### src/verilog/gap_num_pkg.sv
package gap_num_pkg;

   // Channel values are signed two's complement, sums wrap at this width
   localparam int pixel_w = 16;

   // Up to 512 channels per branch
   localparam int ch_idx_w = 9;

   // log2 of the spatial positions per branch, 64 positions
   localparam int pool_shift_default = 6;

   // The last conv layer delivers its channels in two branches
   typedef logic branch_t;

endpackage

### src/verilog/gap_stream_pkg.sv
package gap_stream_pkg;

   import gap_num_pkg::*;

   // One pooled channel value on the output stream
   typedef struct packed {
      branch_t                    branch;
      logic [ch_idx_w-1:0]        channel;
      logic                       last;     // Final channel of the branch
      logic signed [pixel_w-1:0]  value;
   } pooled_beat_t;

   // Winning class over both branches
   // class_id is branch * NUM_CH + channel
   typedef struct packed {
      logic [ch_idx_w:0]          class_id;
      logic signed [pixel_w-1:0]  score;
   } class_result_t;

endpackage

### src/verilog/acc_array.sv
`timescale 1ns/1ps

module acc_array #(
   parameter int NUM_CH     = 8,
   parameter int WIDTH      = gap_num_pkg::pixel_w,
   parameter int POOL_SHIFT = gap_num_pkg::pool_shift_default
) (
   input  logic                          clk,
   input  logic                          rst_n,
   input  gap_num_pkg::branch_t          branch,
   input  logic                          branch_start,
   input  logic                          sample,
   input  logic                          branch_end,
   input  logic [NUM_CH-1:0][WIDTH-1:0]  pixels,
   input  logic                          ser_busy,
   output logic                          snap_valid,
   output gap_num_pkg::branch_t          snap_branch,
   output logic [NUM_CH-1:0][WIDTH-1:0]  snap_values
);

   import gap_num_pkg::*;

   branch_t                       cur_branch;
   logic [NUM_CH-1:0][WIDTH-1:0]  sums;
   logic [NUM_CH-1:0][WIDTH-1:0]  pooled;
   logic                          accept;

   genvar i;
   generate
      for (i = 0; i < NUM_CH; i++) begin : g_ch
         channel_acc #(
            .WIDTH (WIDTH)
         ) u_acc (
            .clk    (clk),
            .rst_n  (rst_n),
            .clear  (branch_start),
            .sample (sample),
            .pixel  (pixels[i]),
            .acc    (sums[i])
         );

         // Average over 2**POOL_SHIFT positions, truncating
         assign pooled[i] = $signed(sums[i]) >>> POOL_SHIFT;
      end
   endgenerate

   // A snapshot still waiting for the serializer also blocks
   assign accept = branch_end && !ser_busy && !snap_valid;

   always_ff @(posedge clk or negedge rst_n) begin
      if (!rst_n) begin
         cur_branch <= 1'b0;
         snap_valid <= 1'b0;
      end else begin
         if (branch_start) begin
            cur_branch <= branch;
         end
         snap_valid <= accept;
      end
   end

   // Sums as they stand before this edge, a sample here goes to the next branch end
   always_ff @(posedge clk) begin
      if (accept) begin
         snap_values <= pooled;
         snap_branch <= cur_branch;
      end
   end

endmodule

### src/verilog/channel_acc.sv
`timescale 1ns/1ps

module channel_acc #(
   parameter int WIDTH = gap_num_pkg::pixel_w
) (
   input  logic                    clk,
   input  logic                    rst_n,
   input  logic                    clear,
   input  logic                    sample,
   input  logic signed [WIDTH-1:0] pixel,
   output logic signed [WIDTH-1:0] acc
);

   // Running sum of one channel, wraps in WIDTH bits
   always_ff @(posedge clk or negedge rst_n) begin
      if (!rst_n) begin
         acc <= '0;
      end else if (clear && sample) begin
         acc <= pixel;                       // First sample of a new branch
      end else if (clear) begin
         acc <= '0;
      end else if (sample) begin
         acc <= acc + pixel;
      end
   end

endmodule

### src/verilog/class_argmax.sv
`timescale 1ns/1ps

module class_argmax #(
   parameter int NUM_CH = 8
) (
   input  logic                          clk,
   input  logic                          rst_n,
   input  logic                          pool_valid,
   input  gap_stream_pkg::pooled_beat_t  pool_beat,
   output logic                          class_valid,
   output gap_stream_pkg::class_result_t class_out
);

   import gap_num_pkg::*;
   import gap_stream_pkg::*;

   localparam logic [ch_idx_w:0] branch1_base = (ch_idx_w + 1)'(NUM_CH);

   class_result_t      best;
   logic [ch_idx_w:0]  cand_id;
   logic               restart;

   assign cand_id = (pool_beat.branch ? branch1_base : '0) + {1'b0, pool_beat.channel};
   assign restart = !pool_beat.branch && (pool_beat.channel == '0);

   // Strictly greater, so ties keep the lower class id
   always_ff @(posedge clk or negedge rst_n) begin
      if (!rst_n) begin
         best        <= '0;
         class_valid <= 1'b0;
      end else begin
         class_valid <= pool_valid && pool_beat.last && pool_beat.branch;
         if (pool_valid) begin
            if (restart || (pool_beat.value > best.score)) begin
               best.class_id <= cand_id;
               best.score    <= pool_beat.value;
            end
         end
      end
   end

   assign class_out = best;                  // Already includes the final beat

endmodule

### src/verilog/gap_head_top.sv
`timescale 1ns/1ps

module gap_head_top #(
   parameter int NUM_CH     = 8,
   parameter int WIDTH      = gap_num_pkg::pixel_w,
   parameter int POOL_SHIFT = gap_num_pkg::pool_shift_default
) (
   input  logic                          clk,
   input  logic                          rst_n,
   input  gap_num_pkg::branch_t          branch,
   input  logic                          branch_start,
   input  logic                          sample,
   input  logic [NUM_CH-1:0][WIDTH-1:0]  pixels,
   input  logic                          branch_end,
   output logic                          pool_valid,
   output gap_stream_pkg::pooled_beat_t  pool_beat,
   output logic                          class_valid,
   output gap_stream_pkg::class_result_t class_out
);

   import gap_num_pkg::*;

   logic                          snap_valid;
   branch_t                       snap_branch;
   logic [NUM_CH-1:0][WIDTH-1:0]  snap_values;
   logic                          ser_busy;

   acc_array #(
      .NUM_CH     (NUM_CH),
      .WIDTH      (WIDTH),
      .POOL_SHIFT (POOL_SHIFT)
   ) u_acc_array (
      .clk          (clk),
      .rst_n        (rst_n),
      .branch       (branch),
      .branch_start (branch_start),
      .sample       (sample),
      .branch_end   (branch_end),
      .pixels       (pixels),
      .ser_busy     (ser_busy),
      .snap_valid   (snap_valid),
      .snap_branch  (snap_branch),
      .snap_values  (snap_values)
   );

   pool_serializer #(
      .NUM_CH (NUM_CH),
      .WIDTH  (WIDTH)
   ) u_pool_serializer (
      .clk         (clk),
      .rst_n       (rst_n),
      .snap_valid  (snap_valid),
      .snap_branch (snap_branch),
      .snap_values (snap_values),
      .ser_busy    (ser_busy),
      .pool_valid  (pool_valid),
      .pool_beat   (pool_beat)
   );

   class_argmax #(
      .NUM_CH (NUM_CH)
   ) u_class_argmax (
      .clk         (clk),
      .rst_n       (rst_n),
      .pool_valid  (pool_valid),
      .pool_beat   (pool_beat),
      .class_valid (class_valid),
      .class_out   (class_out)
   );

endmodule

### src/verilog/pool_serializer.sv
`timescale 1ns/1ps

module pool_serializer #(
   parameter int NUM_CH = 8,
   parameter int WIDTH  = gap_num_pkg::pixel_w
) (
   input  logic                          clk,
   input  logic                          rst_n,
   input  logic                          snap_valid,
   input  gap_num_pkg::branch_t          snap_branch,
   input  logic [NUM_CH-1:0][WIDTH-1:0]  snap_values,
   output logic                          ser_busy,
   output logic                          pool_valid,
   output gap_stream_pkg::pooled_beat_t  pool_beat
);

   import gap_num_pkg::*;

   localparam logic [ch_idx_w-1:0] last_ch = ch_idx_w'(NUM_CH - 1);

   logic [NUM_CH-1:0][WIDTH-1:0]  bank;
   logic [ch_idx_w-1:0]           cnt;
   logic                          busy;

   assign ser_busy = busy;

   // Channel 0 goes out on the load edge, the counter walks the rest
   always_ff @(posedge clk or negedge rst_n) begin
      if (!rst_n) begin
         busy       <= 1'b0;
         cnt        <= '0;
         pool_valid <= 1'b0;
      end else begin
         pool_valid <= snap_valid || busy;
         if (snap_valid) begin
            cnt  <= ch_idx_w'(1);
            busy <= (NUM_CH > 1);
         end else if (busy) begin
            cnt <= cnt + 1'b1;
            if (cnt == last_ch) begin
               busy <= 1'b0;                 // Last beat leaves on this edge
            end
         end
      end
   end

   always_ff @(posedge clk) begin
      if (snap_valid) begin
         bank              <= snap_values;    // Frees acc_array for the next branch
         pool_beat.branch  <= snap_branch;
         pool_beat.channel <= '0;
         pool_beat.last    <= (NUM_CH == 1);
         pool_beat.value   <= snap_values[0];
      end else if (busy) begin
         pool_beat.channel <= cnt;
         pool_beat.last    <= (cnt == last_ch);
         pool_beat.value   <= bank[cnt];
      end
   end

endmodule
### config.mk
export PLATFORM = sky130hd
export DESIGN_NAME = gap_head_top
export DESIGN_NICKNAME = d
export VERILOG_FILES = /design/src/verilog/gap_num_pkg.sv /design/src/verilog/gap_stream_pkg.sv /design/src/verilog/acc_array.sv /design/src/verilog/channel_acc.sv /design/src/verilog/class_argmax.sv /design/src/verilog/gap_head_top.sv /design/src/verilog/pool_serializer.sv
export SDC_FILE = /design/constraint.sdc
export NUM_CORES = 1
export LEC_CHECK = 0
export BUFFER_PORTS_ARGS = -buffer_cell sky130_fd_sc_hd__buf_2
export CORE_UTILIZATION = 58
export DETAILED_ROUTE_END_ITERATION = 10
export GPL_ROUTABILITY_DRIVEN = 0
export PLACE_DENSITY = 0.79
export SYNTH_ARGS = -nofsm -noshare
export SYNTH_HDL_FRONTEND = slang
export SYNTH_SLANG_ARGS = --single-unit
### constraint.sdc
create_clock -name clk -period 8.3 [get_ports clk]
set_input_delay 2.49 -clock clk [delete_from_list [all_inputs] [get_ports clk]]
set_output_delay 2.49 -clock clk [all_outputs]
set_load 0.05 [all_outputs]
==> Word level (Yosys, flattened, before mapping) <==
Cells that the tools add are included.
W data, S select, Z words.
{ "word_totals": {"ff_bits": 356, "inputBits": 134, "elab_cells": 99} }
{ "classes": {"n_mux": 34, "order_cmp": 2, "n_addsub": 10, "eq_ne": 1, "n_reduce_logical": 15} }
{ "ops": {"columns": ["operator", "count"], "rows": [
  ["$mux W16", 27],
  ["$add A16 B16 Y16", 8],
  ["$bmux W16 S3", 1],
  ["$mux W9", 2],
  ["$gt A16 B16 Y1", 1],
  ["$add A4 B9 Y10", 1],
  ["$add A9 B1 Y9 const B", 1],
  ["$eq A9 B3 Y1 const B", 1],
  ["$logic_not A9 Y1", 1],
  ["$lt A9 B4 Y1 const B", 1],
  ["$logic_and A1 B1 Y1", 6],
  ["$mux W4", 1],
  ["$logic_not A1 Y1", 3],
  ["$mux W1", 3],
  ["$reduce_bool A3 Y1", 1],
  ["$logic_or A1 B1 Y1", 2],
  ["$reduce_and A2 Y1", 1],
  ["$reduce_bool A2 Y1", 1]
]} }

==> Longest topological paths before layout <==
{ "depth": {"ltp_word": 4, "mapped_depth": 11, "mapped_depth_nobuf": 11} }

==> By module <==
A second synthesis with hierarchy kept.
{ "hier_totals": {"cells_unflattened": 1958, "area_unflattened_um2": 22532.9} }
{ "by_module_without_submodules": {"columns": ["mod", "seq_area_each_um2", "area_each_um2", "cells_per_inst", "n_inst"], "rows": [
  ["pool_serializer", 4829.6, 6412.4, 358, 1],
  ["channel_acc (u_acc_array.g_ch[2].u_acc ...)", 400.4, 1431.4, 165, 4],
  ["channel_acc (u_acc_array.g_ch[0].u_acc ...)", 400.4, 1480.2, 165, 2],
  ["acc_array", 2482.4, 2865.2, 133, 1],
  ["class_argmax", 675.6, 1669.1, 139, 1],
  ["channel_acc (u_acc_array.g_ch[7].u_acc)", 400.4, 1451.4, 167, 1],
  ["channel_acc (u_acc_array.g_ch[6].u_acc)", 400.4, 1448.9, 171, 1]
]} }

==> Worst setup path before layout <==
No wires, ideal clock.
{ "synth_timing": {"kind": "input port to flip-flop", "startpoint": "input port branch_end", "endpoint": "register u_acc_array.snap_branch (enable)", "cell_stages": 2, "path_slack_ns": 1.874, "path_buffers": 0, "t_arrival_ns": 5.904, "t_required_ns": 7.777, "cell_sequence": "inv_1 > nor2_1"} }
{ "synth_via": {"elab_chain_cells": 2} }
{ "synth_rtl": {"columns": ["element", "line_no", "text"], "rows": [
  ["from (decl)", "gap_head_top.sv:14", "input logic branch_end,"],
  ["$logic_and A1 B1 Y1 (2 in series)", "acc_array.sv:48", "assign accept = branch_end && !ser_busy && !snap_valid;"],
  ["named net u_acc_array.accept", "acc_array.sv:26", "logic accept;"],
  ["to (signal assigned)", "acc_array.sv:66", "snap_branch <= cur_branch;"],
  ["to (decl)", "acc_array.sv:17", "output gap_num_pkg::branch_t snap_branch,"]
]} }
The timed path passes the listed nets, and every way through them passes these cells.
A chain may end at the register's enable or synchronous reset.

==> Worst setup path in the final report <==
{ "layout_timing": {"startpoint": "input port pixels[0] (netlist bit)", "endpoint": "register u_acc_array.g_ch[0].u_acc.acc[12]"} }
{ "layout_via": {"elab_chain_cells": 4} }
{ "layout_rtl": {"columns": ["element", "line_no", "text"], "rows": [
  ["from (decl)", "gap_head_top.sv:13", "input logic [NUM_CH-1:0][WIDTH-1:0] pixels,"],
  ["$add A16 B16 Y16", "channel_acc.sv:23", "acc <= acc + pixel;"],
  ["$mux W16", "channel_acc.sv:22", "end else if (sample) begin"],
  ["$mux W16", "channel_acc.sv:20", "end else if (clear) begin"],
  ["$mux W16", "channel_acc.sv:18", "end else if (clear && sample) begin"],
  ["to (signal assigned)", "channel_acc.sv:19", "acc <= pixel;"],
  ["to (signal assigned)", "channel_acc.sv:23", null],
  ["to (decl)", "channel_acc.sv:11", "output logic signed [WIDTH-1:0] acc"]
]} }
Every way passes these cells. The select of a mux whose other input is x is not followed.

==> results.txt <==
In the routed design, unresolved DRC markers number 0. The largest total area in the synthesized netlist belongs to sky130_fd_sc_hd__edfxtp_1. The die width came out at 182 microns. The minimum hold slack came out at between 0.4 and 0.5 ns.

For this design the top-level I/O count stands at between 150 and 200. The area growth from synthesis to layout is 13.5%. After synthesis, the cell types taking the most area are sky130_fd_sc_hd__edfxtp_1, sky130_fd_sc_hd__dfrtp_1, sky130_fd_sc_hd__ha_1. The maximum count of clock buffers along a single path came out at 3. The worst setup path is captured at a register.

TritonCTS built the clock tree. The setup TNS came out at 0 ns. The standby leakage power came out at a little over 9 nW.

The floorplan step defined a core boundary enclosing approximately 32000 sq um. Dividing the detail-routed wire length by the instance count gives about 19 microns. The number of inserted filler cells in the final layout is about 2400.

The longest individual stage delay on the worst path is 0.42 ns. The share of synthesized area occupied by flip-flops and latches came out at ~50%. The via count of the first global-routing pass is 13300.

The number of synthesized flops with an enable pin is around 170. The final period utilization came out at a little under three fifths. The remaining antenna violation count came out at 0. The synthesized net count came out at ~1900. The cell count after synthesis came out at approximately 1600. The number of CTS-inserted buffers is 38. The number of search-and-repair iterations in the first detailed-routing pass is 6. Yosys printed 0 warnings.

The max-slew violation total from the final report is 0. The largest net degree at the start of global routing is slightly above 100. The buffers plus inverters on the worst setup path is 1. The number of antenna violations at the first check in global routing came out at 10.

The transition time of the tightest slew-check pin came out at roughly 1.1 ns. The commonest cells after synthesis are sky130_fd_sc_hd__o21ai_0, sky130_fd_sc_hd__edfxtp_1, sky130_fd_sc_hd__nand2_1, sky130_fd_sc_hd__dfrtp_1, sky130_fd_sc_hd__ha_1. Summing all non-filler instances in the final layout gives an area of 21300 sq um.

The leftover overflow at the end of global routing came out at 0. The detailed placer's ending HPWL is roughly 29000 microns. STA puts the critical path data required time at between 8 and 9 ns. The critical setup path kind is in2reg. Once placement finished, the instance area stood at about 20000 sq um. The nature of the critical path startpoint is a primary input. The highest attainable clock frequency is 214 MHz. The proportion of layout cells with a drive suffix above 1 is between 15 and 20%.

The tightest min-delay check is of the reg2reg type. The clock transition at the registers of the reported paths came out at about 0.060 ns. The fraction of post-synthesis cell area in the top cell type by area came out at 27.5%. The number of hold-slack violations in the final timing report is 0. The starting DRC count in detailed routing is between 900 and 1000. The buffers inserted during post-CTS setup optimization came out at 0. The tool flagged a number of max-cap violations equal to 0. Yosys instantiated no cell more often than sky130_fd_sc_hd__o21ai_0. The post-synthesis instance area is approximately 19000 sq um. The number of input and output port buffers inserted is roughly 190. The height of the die is ~180 microns. The run finished with clean final reports. The worst-case IR drop observed on VDD is between 0.0002 and 0.0003 V. The final clock skew came out at ~0.012 ns. The total power divided by cell area came out at about 320 nW/um^2. The final standard cell utilization of the core came out at approximately 67%. Among cell families on the critical path, the largest total delay comes from compound AO/OA/AOI/OAI gates. By instance count, the cell type seen most on the critical path is sky130_fd_sc_hd__a21o_1. In this run, distinct cell masters in the synthesized netlist total 63.

The post-synthesis register bit count came out at about 340. The initial core utilization is between 50% and 60%. The highest fanout seen on the critical path came out at 3.

Global routing consumed, over all layers together, 26.0% of the routing resources. The minimum setup slack after placement is roughly 3.1 ns. The post-cts repair resize count came out at 0. The net count of the finished layout is between 2000 and 2500. The floorplan step defined a die boundary enclosing 33100 sq um. The number of H-tree branching levels came out at 2. Clock tree synthesis selected as its root buffer the cell sky130_fd_sc_hd__clkbuf_16. The number of rows created at floorplan is 65. The wire length of the first global-routing pass is ~68000 microns.

The slowest stage of the critical path belongs to the cell sky130_fd_sc_hd__fa_1. The worst-case headroom to the max-slew limit is between 20% and 30%. At the later pin of the worst-skew pair, clock insertion delay measures between 0.5 and 0.6 ns. For this run, the leading register cell type out of synthesis is sky130_fd_sc_hd__edfxtp_1. After clock tree synthesis, the flow added hold-fix buffers numbering 0. The total number of vias came out at ~13000. The total clock sinks came out at around 340. The critical path data arrival time came out at approximately 5.0 ns. The time the worst path needs with I/O delays and setup is ~4.7 ns.

Setup repair after global routing left no endpoint under its margin. The share of synthesized registers carrying an async set or reset came out at 47.1%. The critical path goes through buf_2 -> ha_1 -> fa_1 -> a21o_1 -> a21o_1 -> a2111oi_4 -> nor4_1 -> o31ai_2 -> a21oi_1 -> xor2_1 -> mux2i_1 -> o21ai_0. The total setup violations reported at the end of the flow came out at 0. The final wirelength came out at roughly 42000 microns.

The worst setup margin came out at 3.63 ns. The ratio of routed vias to standard cells came out at around 6.0. The mean instance size in the synthesized netlist is about 11 sq um.
metrics by stage:
| stage | power [mW] | std cells |
|---|---|---|
| after floorplan | 4.55 | 1640 |
| after global routing | 7.23 | 2235 |
| final | 6.85 | 2238 |
| after global placement | 5.00 | 2162 |
| after CTS | 6.88 | 2232 |
| after detailed placement | 5.10 | 2162 |
cell usage in the layout (no fill, tap or decap), types with 12 or more instances in the layout:
cell type                   netlist  final
sky130_fd_sc_hd__a21o_1          40     40
sky130_fd_sc_hd__a21oi_1         72     72
sky130_fd_sc_hd__a22oi_1         12     12
sky130_fd_sc_hd__buf_2            5    185
sky130_fd_sc_hd__buf_4           15     13
sky130_fd_sc_hd__clkbuf_16        0     42
sky130_fd_sc_hd__dfrtp_1        162    161
sky130_fd_sc_hd__edfxtp_1       172    172
sky130_fd_sc_hd__ha_1           133    133
sky130_fd_sc_hd__inv_1           26     26
sky130_fd_sc_hd__mux2_2          16     16
sky130_fd_sc_hd__mux2i_1        123    123
sky130_fd_sc_hd__mux4_2          20     20
sky130_fd_sc_hd__nand2_1        163    163
sky130_fd_sc_hd__nand3_1         34     34
sky130_fd_sc_hd__nor2_1          74     73
sky130_fd_sc_hd__nor3_1          38     38
sky130_fd_sc_hd__o21a_1          12     12
sky130_fd_sc_hd__o21ai_0        183    183
sky130_fd_sc_hd__o21bai_1        12     12
sky130_fd_sc_hd__xnor2_1         93     93
sky130_fd_sc_hd__xor2_1          23     23
state kept, by name (all words and copies together) (netlist names):
name and cells:
u_acc_array.g_ch.u_acc.acc 128, u_acc_array.snap_values 80, u_pool_serializer.bank 80, u_pool_serializer.pool_beat 21, u_class_argmax.class_out 20, u_pool_serializer.cnt 9, u_acc_array.cur_branch 1, u_acc_array.snap_branch 1
u_acc_array.snap_valid 1, u_class_argmax.class_valid 1, u_pool_serializer.pool_valid 1, u_pool_serializer.ser_busy 1
layer usage:
| metal | vias to the layer above | share of wire (%) | global-route usage (%) |
|---|---|---|---|
| met5 | - | 0.11 | 0 |
| met4 | 8 | 3.4 | 9.97 |
| li1 | 6393 | - | - |
| met2 | 407 | 47 | 42.7 |
| met1 | 6550 | 44 | 34.6 |
| met3 | 93 | 6.1 | 4.29 |
worst paths after layout:
| path | start | cells after the start | endpoint | slack (ns) |
|---|---|---|---|---|
| max reg2reg | u_acc_array.g_ch[0].u_acc.acc[0] | 11 | u_acc_array.g_ch[0].u_acc.acc[12] | 5.33 |
| min | u_acc_array.snap_values[116] | 0 | u_pool_serializer.bank[116] | 0.42 |
| max in group asynchronous | rst_n | 2 | u_acc_array.snap_valid | 4.96 |
| max | pixels[0] | 12 | u_acc_array.g_ch[0].u_acc.acc[12] | 3.63 |
| min reg2reg | u_acc_array.snap_values[116] | 0 | u_pool_serializer.bank[116] | 0.42 |
| min in group asynchronous | rst_n | 1 | u_acc_array.g_ch[1].u_acc.acc[1] | 1.88 |
report_power, final:
group          switching, mW  internal [mW]
combinational           1.52           1.04
sequential             0.300           2.25
clock                  0.690           1.06
total                   2.51           4.35
cells by family after synthesis:
| logic type | synth area share (%) |
|---|---|
| buffers and inverters | 2.45 |
| adders and majority gates | 9.73 |
| DFF | 50.2 |
| AOI/OAI and AO/OA | 13.7 |
| muxes | 9.93 |
| and+or+nand+nor | 8.55 |
| xor gates and xnor gates | 5.42 |
cell type report:
| type | instances | area [sq um] | area share (%) |
|---|---|---|---|
| inverters | 26 | 97.6 | 0.459 |
| clock inverters | 19 | 216 | 1.02 |
| clock buffers | 51 | 1090 | 5.14 |
| flip-flops and latches | 344 | 9420 | 44.3 |
| diodes | 6 | 15.0 | 0.0705 |
| multi-input cells | 1190 | 8890 | 41.8 |
| well taps | 402 | 503 | 2.36 |
| repair buffers | 200 | 1050 | 4.91 |
(Power assumes the default switching activity.)
